$ cat config.mk
export PLATFORM = sky130hd
export DESIGN_NAME = axi_b_xbar
export DESIGN_NICKNAME = d
export VERILOG_FILES = /design/src/logic/axi_b_pkg.sv /design/src/logic/w_burst_tracker.sv /design/src/logic/b_arbiter.sv /design/src/logic/b_router.sv /design/src/logic/axi_b_xbar.sv
export VERILOG_INCLUDE_DIRS = /design/src
export SDC_FILE = /design/constraint.sdc
export NUM_CORES = 1
export LEC_CHECK = 0
export BUFFER_PORTS_ARGS = -buffer_cell sky130_fd_sc_hd__buf_2
export CORE_ASPECT_RATIO = 0.6
export CORE_MARGIN = 10
export CORE_UTILIZATION = 52
export CTS_BUF_LIST = sky130_fd_sc_hd__clkbuf_8
export CTS_CLUSTER_SIZE = 10
export DETAILED_ROUTE_END_ITERATION = 8
export PLACE_DENSITY = 0.78
export REMOVE_ABC_BUFFERS = 1
export SYNTH_ARGS = -nofsm -noshare
export SYNTH_HDL_FRONTEND = slang
export SYNTH_HIERARCHICAL = 1
export SYNTH_SLANG_ARGS = --single-unit
$ cat constraint.sdc
create_clock -name clk -period 4.7 [get_ports clk]
set_input_delay 0.235 -clock clk [delete_from_list [all_inputs] [get_ports clk]]
set_output_delay 0.235 -clock clk [all_outputs]
set_load 0.005 [all_outputs]
$ cat src/axi_params.svh
`ifndef AXI_PARAMS_SVH
`define AXI_PARAMS_SVH

// ID widths, master index on top of the master ID
`define AXI_ID_BITS 4
`define AXI_MST_BITS 2
`define AXI_IDS_BITS (`AXI_MST_BITS + `AXI_ID_BITS)

`define AXI_RESP_BITS 2

// Port counts
`define AXI_NUM_MST 3
`define AXI_NUM_SLV 7

// Outstanding write bursts per master
`define AXI_PEND_BITS 3

`endif

$ cat src/logic/axi_b_pkg.sv
`include "axi_params.svh"

package axi_b_pkg;

  // Field view of the slave-side ID
  typedef struct packed {
    logic [`AXI_MST_BITS-1:0] mst;  // Target master
    logic [`AXI_ID_BITS-1:0]  id;   // ID as the master issued it
  } b_ids_f_t;

  // Slave-side ID word, raw or split into master index and ID
  typedef union packed {
    logic [`AXI_IDS_BITS-1:0] raw;
    b_ids_f_t                 fld;
  } b_ids_u;

  // B payload as seen by a slave
  typedef struct packed {
    b_ids_u                    ids;
    logic [`AXI_RESP_BITS-1:0] resp;
  } b_slv_t;

  // B payload as seen by a master
  typedef struct packed {
    logic [`AXI_ID_BITS-1:0]   id;
    logic [`AXI_RESP_BITS-1:0] resp;
  } b_mst_t;

  // One master's W channel, last-beat view
  typedef struct packed {
    logic valid;
    logic ready;
    logic last;
  } w_last_t;

  localparam logic [`AXI_RESP_BITS-1:0] resp_okay   = 2'b00;
  localparam logic [`AXI_RESP_BITS-1:0] resp_exokay = 2'b01;
  localparam logic [`AXI_RESP_BITS-1:0] resp_slverr = 2'b10;
  localparam logic [`AXI_RESP_BITS-1:0] resp_decerr = 2'b11;

endpackage

$ cat src/logic/w_burst_tracker.sv
`timescale 1ns/1ns
`include "axi_params.svh"

module w_burst_tracker
  import axi_b_pkg::*;
(
  input  logic                          clk,
  input  logic                          rstn,
  input  w_last_t [`AXI_NUM_MST-1:0]    w_last,
  input  logic    [`AXI_NUM_MST-1:0]    m_done,
  output logic    [`AXI_NUM_MST-1:0]    pending
);

  localparam int num_mst = `AXI_NUM_MST;
  localparam logic [`AXI_PEND_BITS-1:0] cnt_max = '1;

  logic [num_mst-1:0]        w_done;
  logic [`AXI_PEND_BITS-1:0] cnt [num_mst];

  // Last beat accepted on W
  always_comb begin
    for (int m = 0; m < num_mst; m++) begin
      w_done[m]  = w_last[m].valid & w_last[m].ready & w_last[m].last;
      pending[m] = |cnt[m];
    end
  end

  always_ff @(posedge clk, negedge rstn) begin
    if (!rstn) begin
      for (int m = 0; m < num_mst; m++) begin
        cnt[m] <= '0;
      end
    end else begin
      for (int m = 0; m < num_mst; m++) begin
        // Burst in and response out together leave the count as is
        if (w_done[m] && !m_done[m] && cnt[m] != cnt_max) begin
          cnt[m] <= cnt[m] + 1'b1;
        end else if (m_done[m] && !w_done[m] && cnt[m] != '0) begin
          cnt[m] <= cnt[m] - 1'b1;
        end
      end
    end
  end

endmodule

$ cat src/logic/b_arbiter.sv
`timescale 1ns/1ns
`include "axi_params.svh"

module b_arbiter
  import axi_b_pkg::*;
(
  input  logic                          clk,
  input  logic                          rstn,
  input  logic   [`AXI_NUM_SLV-1:0]     s_bvalid,
  input  b_slv_t [`AXI_NUM_SLV-1:0]     s_b,
  output logic   [`AXI_NUM_SLV-1:0]     s_bready,
  input  logic   [`AXI_NUM_MST-1:0]     pending,
  output logic                          grant_valid,
  output b_slv_t                        grant_b,
  input  logic                          grant_ready
);

  localparam int num_slv  = `AXI_NUM_SLV;
  localparam int num_mst  = `AXI_NUM_MST;
  localparam int idx_bits = $clog2(`AXI_NUM_SLV);

  // One-hot lock with the top bit as idle
  localparam logic [num_slv:0] lock_idle = {1'b1, {num_slv{1'b0}}};

  logic [num_slv:0]                lock;
  logic [num_slv:0]                lock_next;
  logic [num_slv-1:0]              elig;
  logic [num_slv-1:0]              xfer;
  logic [idx_bits-1:0]             cur;
  logic [(1<<`AXI_MST_BITS)-1:0]   pend_ext;

  // First eligible slave within span slots after start in ring order
  function automatic logic [num_slv:0] pick(input int unsigned start,
                                            input int unsigned span,
                                            input logic [num_slv-1:0] el);
    logic [num_slv:0] res;
    logic             found;
    int unsigned      idx;
    res   = lock_idle;
    found = 1'b0;
    for (int unsigned k = 1; k <= span; k++) begin
      idx = (start + k) % num_slv;
      if (!found && el[idx]) begin
        res      = '0;
        res[idx] = 1'b1;
        found    = 1'b1;
      end
    end
    return res;
  endfunction

  // Out-of-range masters always count as pending
  always_comb begin
    pend_ext = '1;
    pend_ext[num_mst-1:0] = pending;
    for (int s = 0; s < num_slv; s++) begin
      elig[s] = s_bvalid[s] & pend_ext[s_b[s].ids.fld.mst];
    end
  end

  always_comb begin
    cur = '0;
    for (int s = 0; s < num_slv; s++) begin
      if (lock[s]) cur = idx_bits'(s);
    end
  end

  assign xfer = s_bvalid & s_bready;

  always_comb begin
    lock_next = lock;
    if (lock[num_slv]) begin
      lock_next = pick(num_slv - 1, num_slv, elig);  // Lowest first
    end else if (|xfer || !elig[cur]) begin
      // Current slave done or no longer eligible
      lock_next = pick(cur, num_slv - 1, elig);
    end
  end

  always_ff @(posedge clk, negedge rstn) begin
    if (!rstn) begin
      lock <= lock_idle;
    end else begin
      lock <= lock_next;
    end
  end

  // Forward the locked slave
  always_comb begin
    grant_b          = '0;
    grant_b.resp     = resp_slverr;
    for (int s = 0; s < num_slv; s++) begin
      if (lock[s]) grant_b = s_b[s];
    end
  end

  assign grant_valid = |(lock[num_slv-1:0] & elig);
  assign s_bready    = lock[num_slv-1:0] & elig & {num_slv{grant_ready}};

endmodule

$ cat src/logic/b_router.sv
`timescale 1ns/1ns
`include "axi_params.svh"

module b_router
  import axi_b_pkg::*;
(
  input  logic                          clk,
  input  logic                          rstn,
  input  logic                          grant_valid,
  input  b_slv_t                        grant_b,
  output logic                          grant_ready,
  output logic   [`AXI_NUM_MST-1:0]     m_bvalid,
  output b_mst_t [`AXI_NUM_MST-1:0]     m_b,
  input  logic   [`AXI_NUM_MST-1:0]     m_bready,
  output logic   [`AXI_NUM_MST-1:0]     m_done,
  output logic                          decode_err
);

  localparam int num_mst = `AXI_NUM_MST;

  logic [num_mst-1:0] hit;     // Decoded target master
  logic [num_mst-1:0] m_hs;
  logic               in_range;
  logic               accept;

  always_comb begin
    for (int m = 0; m < num_mst; m++) begin
      hit[m] = grant_b.ids.fld.mst == `AXI_MST_BITS'(m);
    end
  end

  assign in_range = |hit;
  assign m_hs     = m_bvalid & m_bready;

  // Register free, or emptied this cycle
  assign grant_ready = in_range ? |(hit & (~m_bvalid | m_hs)) : 1'b1;
  assign accept      = grant_valid & grant_ready;
  assign m_done      = hit & {num_mst{accept}};

  always_ff @(posedge clk, negedge rstn) begin
    if (!rstn) begin
      m_bvalid   <= '0;
      decode_err <= 1'b0;
    end else begin
      m_bvalid   <= (m_bvalid & ~m_hs) | m_done;
      decode_err <= accept & ~in_range;  // Dropped, no master gets it
    end
  end

  // Strip the master index on the way out
  always_ff @(posedge clk) begin
    for (int m = 0; m < num_mst; m++) begin
      if (m_done[m]) begin
        m_b[m].id   <= grant_b.ids.fld.id;
        m_b[m].resp <= grant_b.resp;
      end
    end
  end

endmodule

$ cat src/logic/axi_b_xbar.sv
`timescale 1ns/1ns
`include "axi_params.svh"

module axi_b_xbar
  import axi_b_pkg::*;
(
  input  logic                          clk,
  input  logic                          rstn,
  // Slave side
  input  logic    [`AXI_NUM_SLV-1:0]    s_bvalid,
  input  b_slv_t  [`AXI_NUM_SLV-1:0]    s_b,
  output logic    [`AXI_NUM_SLV-1:0]    s_bready,
  // Master side
  output logic    [`AXI_NUM_MST-1:0]    m_bvalid,
  output b_mst_t  [`AXI_NUM_MST-1:0]    m_b,
  input  logic    [`AXI_NUM_MST-1:0]    m_bready,
  input  w_last_t [`AXI_NUM_MST-1:0]    w_last,
  output logic                          decode_err
);

  logic [`AXI_NUM_MST-1:0] pending;
  logic [`AXI_NUM_MST-1:0] m_done;
  logic                    grant_valid;
  logic                    grant_ready;
  b_slv_t                  grant_b;

  w_burst_tracker u_w_burst_tracker (
    .clk     (clk),
    .rstn    (rstn),
    .w_last  (w_last),
    .m_done  (m_done),
    .pending (pending)
  );

  b_arbiter u_b_arbiter (
    .clk         (clk),
    .rstn        (rstn),
    .s_bvalid    (s_bvalid),
    .s_b         (s_b),
    .s_bready    (s_bready),
    .pending     (pending),
    .grant_valid (grant_valid),
    .grant_b     (grant_b),
    .grant_ready (grant_ready)
  );

  b_router u_b_router (
    .clk         (clk),
    .rstn        (rstn),
    .grant_valid (grant_valid),
    .grant_b     (grant_b),
    .grant_ready (grant_ready),
    .m_bvalid    (m_bvalid),
    .m_b         (m_b),
    .m_bready    (m_bready),
    .m_done      (m_done),
    .decode_err  (decode_err)
  );

endmodule

==> impl_metrics.yaml, run 1 <==
timing:
  max_freq_mhz: 220
  setup_slack_ns: 0.155
  hold_violations: 0
  finalClockSkew_ns: 0.0129
  worstMarginPinSlew_ns: 0.926
  fin_crit_sh_pct: 96.7
  hold_ws_ns: 0.141
  setup_viol: 0
  maxSlewViolCount: 0
  relSlewSlack_pct: 38.3
  fin_crit_ns: 4.55
place:
  post-dp-hpwl_um: 16800
  place_congestion: 1.05
  dp_cells: 934
  post-place-ws_ns: -0.137
  io_buffer_count: 105
job:
  maxCapViolCount: 0
routing:
  avgViaCountPerCell: 6.72
  ant_nets: 0
  routed_wl_um: 21900
  wire_per_inst_um: 22.9
  drt_iter0_drc: 1074
  first_pass_iters: 9
  drc: 0
  vias: 6402
global_routing:
  grt_usage_pct: 28.0
  grt_pass1_vias: 5881
  antenna_found_initial: 0
  grt_pass1_wl_um: 32900
  overflow: 0
  grt_start_max_net_pins: 25
power:
  p_per_area_mw_per_mm2: 872
  swShare_pct: 54.4
  clockPowerShare_pct: 4.2
  irDropWorstVdd_mv: 0.536
  seqPwrFrac_pct: 11.2
  power_mw: 5.68
  leakage_nw: 2.79
  p_sw_mw: 3.09
  internal-power_mw: 2.59
  combPwrFrac_pct: 84.6
setup_path:
  critical_path_class: "register to register"
  cp_max_fo: 6
  cp-end-kind: "register"
  crit_arrival_ns: 4.75
  startpoint_type: "register"
  cp.required_ns: 4.91
clocking:
  clk_pin_slew_ns: 0.09
  cts.sinks: 39
  cts.path.max_buffers: 2
  clk_latency_ns: 0.31
  cts-htree-levels: 2
  tritoncts: "built"
  root_buffer: "clkbuf_8"
  numCtsBuffers: 5
yosys:
  yosysTopAreaCell: "edfxtp_1"
  synth_warnings: 6
  syn_avg_cell_area_um2: 7.70
  synthArstFlopShare_pct: 53.8
  synthCells: 673
  yosysTopAreaCellShare_pct: 10.4
  ys.flop_type: "dfrtp_1"
  synth_edf_count: 18
  syn-cell-area_mm2: 0.00518
  synth_seq_cells: 39
  yosysUniqueCellTypes: 92
  ys_seq_area_share_pct: 20.6
  ys_top_cells_by_area: "edfxtp_1 (10%), dfrtp_1 (9.7%), ha_1 (5.8%), nor2_1 (5.1%), nand2_1 (4.3%)"
finish:
  multi_input_comb_area_mm2: 0.00397
  layout.nets: 922
  seqCellArea_mm2: 0.00107
  fin_util_pct: 66.6
  final_cell_mix: "buf_2 (105), buf_4 (76), nor2_1 (68)"
  syn_to_final_growth_pct: 25.7
  drive_gt1_share_pct: 31.2
  antenna_cells: 0
  fin_cells: 953
  fillers: 799
  final_common_cell: "buf_2"
floorplanning:
  initial_utilization_pct: 53.0
  num_rows: 28
  dieWidth_um: 149
  die_area_mm2: 0.0145
  die_y_um: 97.3
  core_region_area_mm2: 0.00977
  io_pins: 106
run_status:
  outcome: "finished clean"
worst_hold_path:
  min_path_type: "input pin to register"
-- worst paths after layout --
check                                       start                        to  slack [ns]  depth (start not counted)
max                           u_b_arbiter/lock[5]       u_b_arbiter/lock[3]        0.15                         17
min                                   m_bready[1]    u_b_router/m_bvalid[1]        0.14                          2
max reg2reg                   u_b_arbiter/lock[5]       u_b_arbiter/lock[3]        0.15                         17
min reg2reg                u_b_router/m_bvalid[1]    u_b_router/m_bvalid[1]        0.58                          2
max in group asynchronous                    rstn       u_b_arbiter/lock[7]        3.85                          2
min in group asynchronous                    rstn  u_w_burst_tracker/cnt[2]        0.45                          2
-- per-stage QoR --
stage | setup TNS [ns] | area [um^2]
CTS | 0 | 6310
floorplan | -2.91 | 4980
global placement | -0.639 | 6180
finish | 0 | 6510
global route | -0.170 | 6510
detailed placement | -0.581 | 6180
-- per-layer routing --
layer	global-route usage [%]	wire (um)	up-vias
li1	-	-	2852
met1	40.2	9280	3016
met2	39.0	8770	477
met3	10.0	3350	57
met4	5.18	453	0
met5	0	0	-
-- Yosys cell counts (18+ instances only) --
master,instances
edfxtp_1,18
ha_1,24
clkbuf_1,30
a21oi_1,37
dfrtp_1,20
o21ai_0,35
nand2_1,59
nand3_1,20
nor2_1,70
inv_1,23
-- final cells by class --
| type | instances | area share (%) |
|---|---|---|
| Multi-Input combinational cell | 562 | 61.0 |
| Sequential cell | 39 | 16.4 |
| Inverter | 27 | 1.67 |
| Clock buffer | 5 | 1.06 |
| Timing Repair Buffer | 182 | 17.0 |
| Tap cell | 135 | 2.59 |
| Clock inverter | 3 | 0.307 |
-- worst max-delay path, stage by stage, from the launching register on --
cell and delay, ns:
dfrtp_1 0.43, or2_1 0.25, o211ai_1 0.28, inv_2 0.09, ha_1 0.23, nor4_2 0.19
or2_4 0.19, inv_2 0.05, ha_1 0.19, ha_1 0.24, a31oi_2 0.23, xor2_2 0.28
mux4_2 0.65, or3_1 0.42, o32a_1 0.32, o211ai_2 0.08, nor2_1 0.06, a32oi_1 0.26
-- flip-flops by register name (all words and copies together) (netlist names) --
| signal | count |
|---|---|
| u_b_arbiter/lock | 8 |
| u_b_router/m_bvalid | 3 |
| u_b_router/m_b | 18 |
| u_w_burst_tracker/cnt | 9 |
| u_b_router/decode_err | 1 |
-- timing repair --
item | 4_1_cts | 5_1_grt
setup buffers | 1 | 9
hold endpoints to repair | 20 | 0
hold buffers | 1 | 0
cloned | 0 | 0
resized for setup | 6 | 30
pin swaps | 0 | 8
endpoints found under the setup margin | 6 | 7
-- power by group through the flow --
stage	registers, mW	clock network [mW]	logic (mW)
CTS	0.629	0.240	4.26
global route	0.653	0.253	5.15
finish	0.636	0.239	4.81
global placement	0.625	0	4.16
detailed placement	0.635	0	4.19
floorplan	0.639	0	2.64
-- cells by family after synthesis --
| logic type | count (synthesis) | share of synthesized area, % |
|---|---|---|
| adder cells (fa/ha/maj) | 28 | 7.34 |
| AO/OA/AOI/OAI | 220 | 30.4 |
| AND/OR/NAND/NOR | 277 | 28.0 |
| multiplexers | 25 | 5.50 |
| flip-flops | 39 | 20.6 |
| buffers and inverters | 72 | 5.96 |
| XOR/XNOR | 12 | 2.17 |
Note: power is estimated with default switching activity, not from simulation.
==> inputs of run 2 (changes only) <==
- ABC_AREA: unset -> 1
- clock period: 4.7 -> 3.65 ns (I/O delays scaled with it)
==> run 2 against run 1 <==
  * Worst setup slack worse by 0.054 ns
  * Maximum frequency is 28% higher
  * Highest routed layer unchanged
  * Non-clock buffer count is 7 lower
  * Global-route usage is 2.3 points lower
  * Sequential share of layout area is 0.16 points lower
  * Via count is 0.19% higher
  * Die area is 0.86% lower
  * Critical path type unchanged
  * Final area is 1.0% higher
  * First-iteration DRC count is 26% lower
  * Count of clock-buffer cells in the layout stayed put
  * Utilization is 3.4 points higher
  * Routed wire length is 8.8% lower
==> impl_metrics.yaml, run 2 <==
routing:
  drt_iter0_drc: 796
  ant_nets: 0
  wire_per_inst_um: 17.7
  avgViaCountPerCell: 5.70
  first_pass_iters: 6
  drc: 0
  vias: 6414
  routed_wl_um: 19900
global_routing:
  grt_start_max_net_pins: 22
  grt_pass1_wl_um: 30100
  grt_pass1_vias: 5512
  grt_usage_pct: 25.7
  antenna_found_initial: 0
  overflow: 0
clocking:
  clk_pin_slew_ns: 0.09
  root_buffer: "clkbuf_8"
  clk_latency_ns: 0.30
  numCtsBuffers: 5
  cts.path.max_buffers: 2
  cts-htree-levels: 2
  cts.sinks: 39
  tritoncts: "built"
place:
  io_buffer_count: 105
  place_congestion: 0.981
  post-dp-hpwl_um: 15900
timing:
  relSlewSlack_pct: 61.3
  max_freq_mhz: 282
  hold_violations: 0
  setup_viol: 0
  worstMarginPinSlew_ns: 0.579
  finalClockSkew_ns: 0.0112
  hold_ws_ns: 0.170
  maxSlewViolCount: 0
  fin_crit_ns: 3.55
  fin_crit_sh_pct: 97.2
finish:
  seqCellArea_mm2: 0.00107
  reg_top3: "u_b_router/m_b (18), u_w_burst_tracker/cnt (9), u_b_arbiter/lock (8)"
  top_register: "u_b_router/m_b"
  antenna_cells: 0
  drive_gt1_share_pct: 31.1
  layout.nets: 1100
  multi_input_comb_area_mm2: 0.00376
  fillers: 889
  final_cell_mix: "nand2_1 (233), buf_2 (105), inv_1 (88)"
  syn_to_final_growth_pct: 28.2
  final_common_cell: "nand2_1"
  largest_register_ffs: 18
floorplanning:
  io_pins: 106
  dieWidth_um: 148
  initial_utilization_pct: 54.6
  die_area_mm2: 0.0144
  die_y_um: 96.9
  num_rows: 27
  core_region_area_mm2: 0.00939
job:
  maxCapViolCount: 0
yosys:
  syn-cell-area_mm2: 0.00513
  ys_seq_area_share_pct: 20.8
  ys_top_cells_by_area: "nand2_1 (18%), edfxtp_1 (11%), dfrtp_1 (9.8%), nand3_1 (8.8%), inv_1 (6.8%)"
  synth_warnings: 6
  synthArstFlopShare_pct: 53.8
  synth_edf_count: 18
  synth_common_cells: "nand2_1 (246), inv_1 (93), nand3_1 (90), nor2_1 (66), a21oi_1 (36)"
  yosysTopAreaCellShare_pct: 18.0
  yosysUniqueCellTypes: 49
  synthCells: 825
  synth_seq_cells: 39
  yosysMostFrequentCell: "nand2_1"
  ys.flop_type: "dfrtp_1"
  syn_avg_cell_area_um2: 6.22
  yosysTopAreaCell: "nand2_1"
setup_path:
  cp-end-kind: "register"
  crit_arrival_ns: 3.79
  startpoint_type: "register"
  cp_max_fo: 6
  reg2reg_from: "u_b_arbiter/lock[3]"
  crit_start: "u_b_arbiter/lock[3]"
  cp.required_ns: 3.89
  critical_path_class: "register to register"
worst_hold_path:
  hp-start: "m_bready[0]"
  min_path_type: "input pin to register"
run_status:
  outcome: "finished clean"
## run 2: cell types whose count changed after synthesis, sizes merged, moves of 24 or more
cell / delta
clkbuf: -28
inv: +86
nand2: +221
nand3: +81
nand4: +24
## run 2: cell type report
cell class              instances  share of cell area (%)
clock buffers                   5                    1.05
multi-input cells             660                    57.2
repair buffers                175                    16.1
flip-flops and latches         39                    16.2
clock inverters                 3                   0.304
inverters                     114                    6.68
well taps                     130                    2.47
## run 2: routing by layer
layer / vias up / global-route usage (%) / routed length, um
met1: 2867 / 38.3 / 8810
met5: - / 0 / 0
li1: 3098 / - / -
met2: 425 / 34.4 / 7810
met3: 24 / 9.88 / 3090
met4: 0 / 3.09 / 223
## run 2: final timing paths
| path | slack [ns] | cells after the start | to |
|---|---|---|---|
| worst min register to register | 0.51 | 2 | u_w_burst_tracker/cnt[8] |
| min in group asynchronous | 0.39 | 2 | u_b_arbiter/lock[3] |
| worst max register to register | 0.10 | 27 | u_b_arbiter/lock[5] |
| max in group asynchronous | 2.89 | 2 | u_b_arbiter/lock[7] |
| worst max-delay path | 0.10 | 27 | u_b_arbiter/lock[5] |
| worst min-delay path | 0.17 | 3 | u_b_router/m_bvalid[0] |
## run 2: kinds of logic (layout without fill, tap and decap cells)
family | after synthesis | in the layout | share of synthesized area [%]
AO/OA/AOI/OAI | 120 | 120 | 14.0
flip-flops | 39 | 39 | 20.8
adder cells (fa/ha/maj) | 28 | 28 | 7.41
AND/OR/NAND/NOR | 501 | 507 | 45.7
buffers and inverters | 132 | 297 | 10.9
XOR/XNOR | 5 | 5 | 1.15
## run 2: worst max-delay path, stage by stage (launching register included)
cell      delay, ns
dfrtp_1        0.41
inv_2          0.12
nand2_2        0.09
nand2_4        0.08
nand2_2        0.08
nand2_4        0.12
ha_1           0.17
nand2_2        0.10
o21ai_4        0.21
xnor2_2        0.14
ha_2           0.22
nand2_1        0.06
inv_2          0.06
nand2_4        0.08
nand2_4        0.10
nand2_1        0.07
nand2_2        0.12
inv_2          0.06
nand2_1        0.07
nand2_2        0.09
nand2_4        0.14
buf_4          0.13
nand3_2        0.11
o211ai_1       0.30
nor2_1         0.13
nand2_1        0.08
nand2_1        0.05
nand2_1        0.06
## run 2: timing repair
action,in CTS,in global routing
hold buffers,1,0
resized for setup,6,51
pin swaps,3,22
cloned,1,5
endpoints found under the setup margin,7,8
hold endpoints to repair,20,0
setup buffers,0,21
## run 2: stage by stage
stage          cell area [um^2]  TNS [ns]  instances  utilization (%)  setup WS (ns)
2_1_floorplan              5000     -1.77        807                -         -0.243
3_3_place_gp               6050  -0.00914       1090             64.4       -0.00914
3_5_place_dp               6050    -0.225       1090             64.4        -0.0414
4_1_cts                    6180         0       1100             65.8        0.00719
5_1_grt                    6580    -0.482       1126             70.1        -0.0786
6_report                   6580         0       1126             70.1          0.101
Power of run 2 is left out: the tool's default activity adds up to more than one toggle a clock period on the data nets, which glitch-free logic cannot reach.
==> inputs of run 3 (changes only) <==
- BUFFER_PORTS_ARGS: -buffer_cell sky130_fd_sc_hd__buf_2 -> -buffer_cell sky130_fd_sc_hd__buf_4
==> run 3 against run 2 <==
  * Sequential cell count is the same
  * Critical endpoint is now u_b_arbiter/lock[1]
  * Clock skew fell by 0.0026 ns
  * Maximum frequency decreased by 1.0%
  * Routed wire length rose by 9.8%
  * Non-clock buffer count up 2
==> impl_metrics.yaml, run 3 (synthesis results as in run 2) <==
run_status:
  outcome: "finished clean"
clocking:
  clk_pin_slew_ns: 0.09
  tritoncts: "built"
  numCtsBuffers: 5
  cts-htree-levels: 2
  root_buffer: "clkbuf_8"
  clk_latency_ns: 0.30
  cts.sinks: 39
  cts.path.max_buffers: 2
place:
  post-dp-hpwl_um: 16900
  place_congestion: 1.06
  io_buffer_count: 105
  dp_cells: 1087
finish:
  layout.nets: 1098
  final_cell_mix: "nand2_1 (226), buf_4 (171), inv_1 (86)"
  top_register: "u_b_router/m_b"
  antenna_cells: 0
  drive_gt1_share_pct: 32.4
  final_common_cell: "nand2_1"
  syn_to_final_growth_pct: 37.4
  largest_register_ffs: 18
  reg_top3: "u_b_router/m_b (18), u_w_burst_tracker/cnt (9), u_b_arbiter/lock (8)"
  fin_cells: 1124
setup_path:
  cpMostUsedCell: "nand2_1"
  timing.rr.end: "u_b_arbiter/lock[1]"
  critical_path_class: "register to register"
  cp-end-kind: "register"
  cp_max_fo: 10
  reg2reg_from: "u_b_arbiter/lock[3]"
  cpMaxStageDelayCell: "dfrtp_1"
  reg2reg_depth: 27
  slowest_delay_ns: 0.43
  startpoint_type: "register"
  r2r_slack_ns: 0.06
  cp.required_ns: 3.84
  crit_arrival_ns: 3.77
routing:
  avgViaCountPerCell: 5.97
  vias: 6706
  ant_nets: 0
  routed_wl_um: 21900
  wire_per_inst_um: 19.5
  first_pass_iters: 7
  drc: 0
  drt_iter0_drc: 935
timing:
  fin_crit_ns: 3.59
  setup-tns-final_ns: 0
  rsz0062_at_grt: "true"
  max_freq_mhz: 279
  maxSlewViolCount: 0
  relSlewSlack_pct: 57.2
  finalClockSkew_ns: 0.00859
  setup_viol: 0
  hold_violations: 0
  fin_crit_sh_pct: 98.3
  worstMarginPinSlew_ns: 0.642
floorplanning:
  dieWidth_um: 148
  initial_utilization_pct: 54.6
  num_rows: 27
  core_region_area_mm2: 0.00939
  die_y_um: 96.9
  die_area_mm2: 0.0144
  io_pins: 106
global_routing:
  overflow: 0
  antenna_found_initial: 0
  grt_usage_pct: 27.1
  grt_pass1_vias: 5808
  grt_pass1_wl_um: 31500
  grt_start_max_net_pins: 22
worst_hold_path:
  min_path_type: "input pin to register"
  whs_endpoint: "u_b_router/m_bvalid[0]"
  whs_path_depth: 3
  hp-start: "m_bready[0]"
job:
  maxCapViolCount: 0
run 3: cell count changes in the layout (fill, tap and decap cells not counted), sizes merged:
| cell | change |
|---|---|
| buf | +2 |
| bufinv | +2 |
| clkinv | -1 |
| clkinvlp | -2 |
| inv | +1 |
| nand2 | -4 |
run 3: worst max-delay path by stage:
| stage | start | to | slack [ns] | cells after the start |
|---|---|---|---|---|
| after floorplan | u_b_arbiter/lock[6] | u_b_arbiter/lock[2] | -0.24 | 19 |
| after global placement | u_b_arbiter/lock[3] | u_b_arbiter/lock[2] | 0.02 | 28 |
| after detailed placement | u_b_arbiter/lock[3] | u_b_arbiter/lock[2] | -0.09 | 26 |
| after CTS | u_b_arbiter/lock[3] | u_b_arbiter/lock[1] | 0.0003 | 27 |
| after global routing | u_b_arbiter/lock[3] | u_b_arbiter/lock[6] | -0.12 | 26 |
| final | u_b_arbiter/lock[3] | u_b_arbiter/lock[1] | 0.06 | 27 |
run 3: area by class of cell:
type,instances,area (um^2)
Multi-Input combinational cell,656,3870
Clock inverter,3,63.8
Fill cell,727,2340
Tap cell,130,163
Timing Repair Buffer,177,1380
Inverter,114,439
Clock buffer,5,68.8
Sequential cell,39,1070
run 3: metal layers:
layer  vias to the layer above  part of all wire [%]  track usage [%]
met2                       501                    42             38.6
met1                      3079                    41             39.1
li1                       3082                     -                -
met3                        44                    15             9.28
met5                         -                     0                0
met4                         0                   1.2             3.39
run 3: critical path: cells and delay by family, from the launching register on:
kind | cells | cell delay (ns)
adder cells (fa/ha/maj) | 2 | 0.40
AND/OR/NAND/NOR | 16 | 1.48
AO/OA/AOI/OAI | 2 | 0.38
flip-flops | 1 | 0.43
buffers and inverters | 7 | 0.76
run 3: timing repair:
action                     4_1_cts  5_1_grt
pin swaps                        3       28
resized for setup                7       83
buffers inserted                 2       24
gates cloned                     1        1
hold endpoints to repair        20        0
hold buffers                     1        0
setup endpoints to repair        7       12
run 3: metrics by stage:
| stage | setup slack, ns | hold slack, ns | area (um^2) | util (%) |
|---|---|---|---|---|
| floorplan | -0.243 | -0.113 | 5000 | - |
| global placement | 0.0230 | 0.0912 | 6300 | 67.1 |
| detailed placement | -0.0891 | 0.0958 | 6300 | 67.1 |
| CTS | 0.000258 | 0.135 | 6500 | 69.2 |
| global route | -0.122 | 0.135 | 7050 | 75.0 |
| finish | 0.0634 | 0.140 | 7050 | 75.0 |
Power of run 3 is left out for the same reason.
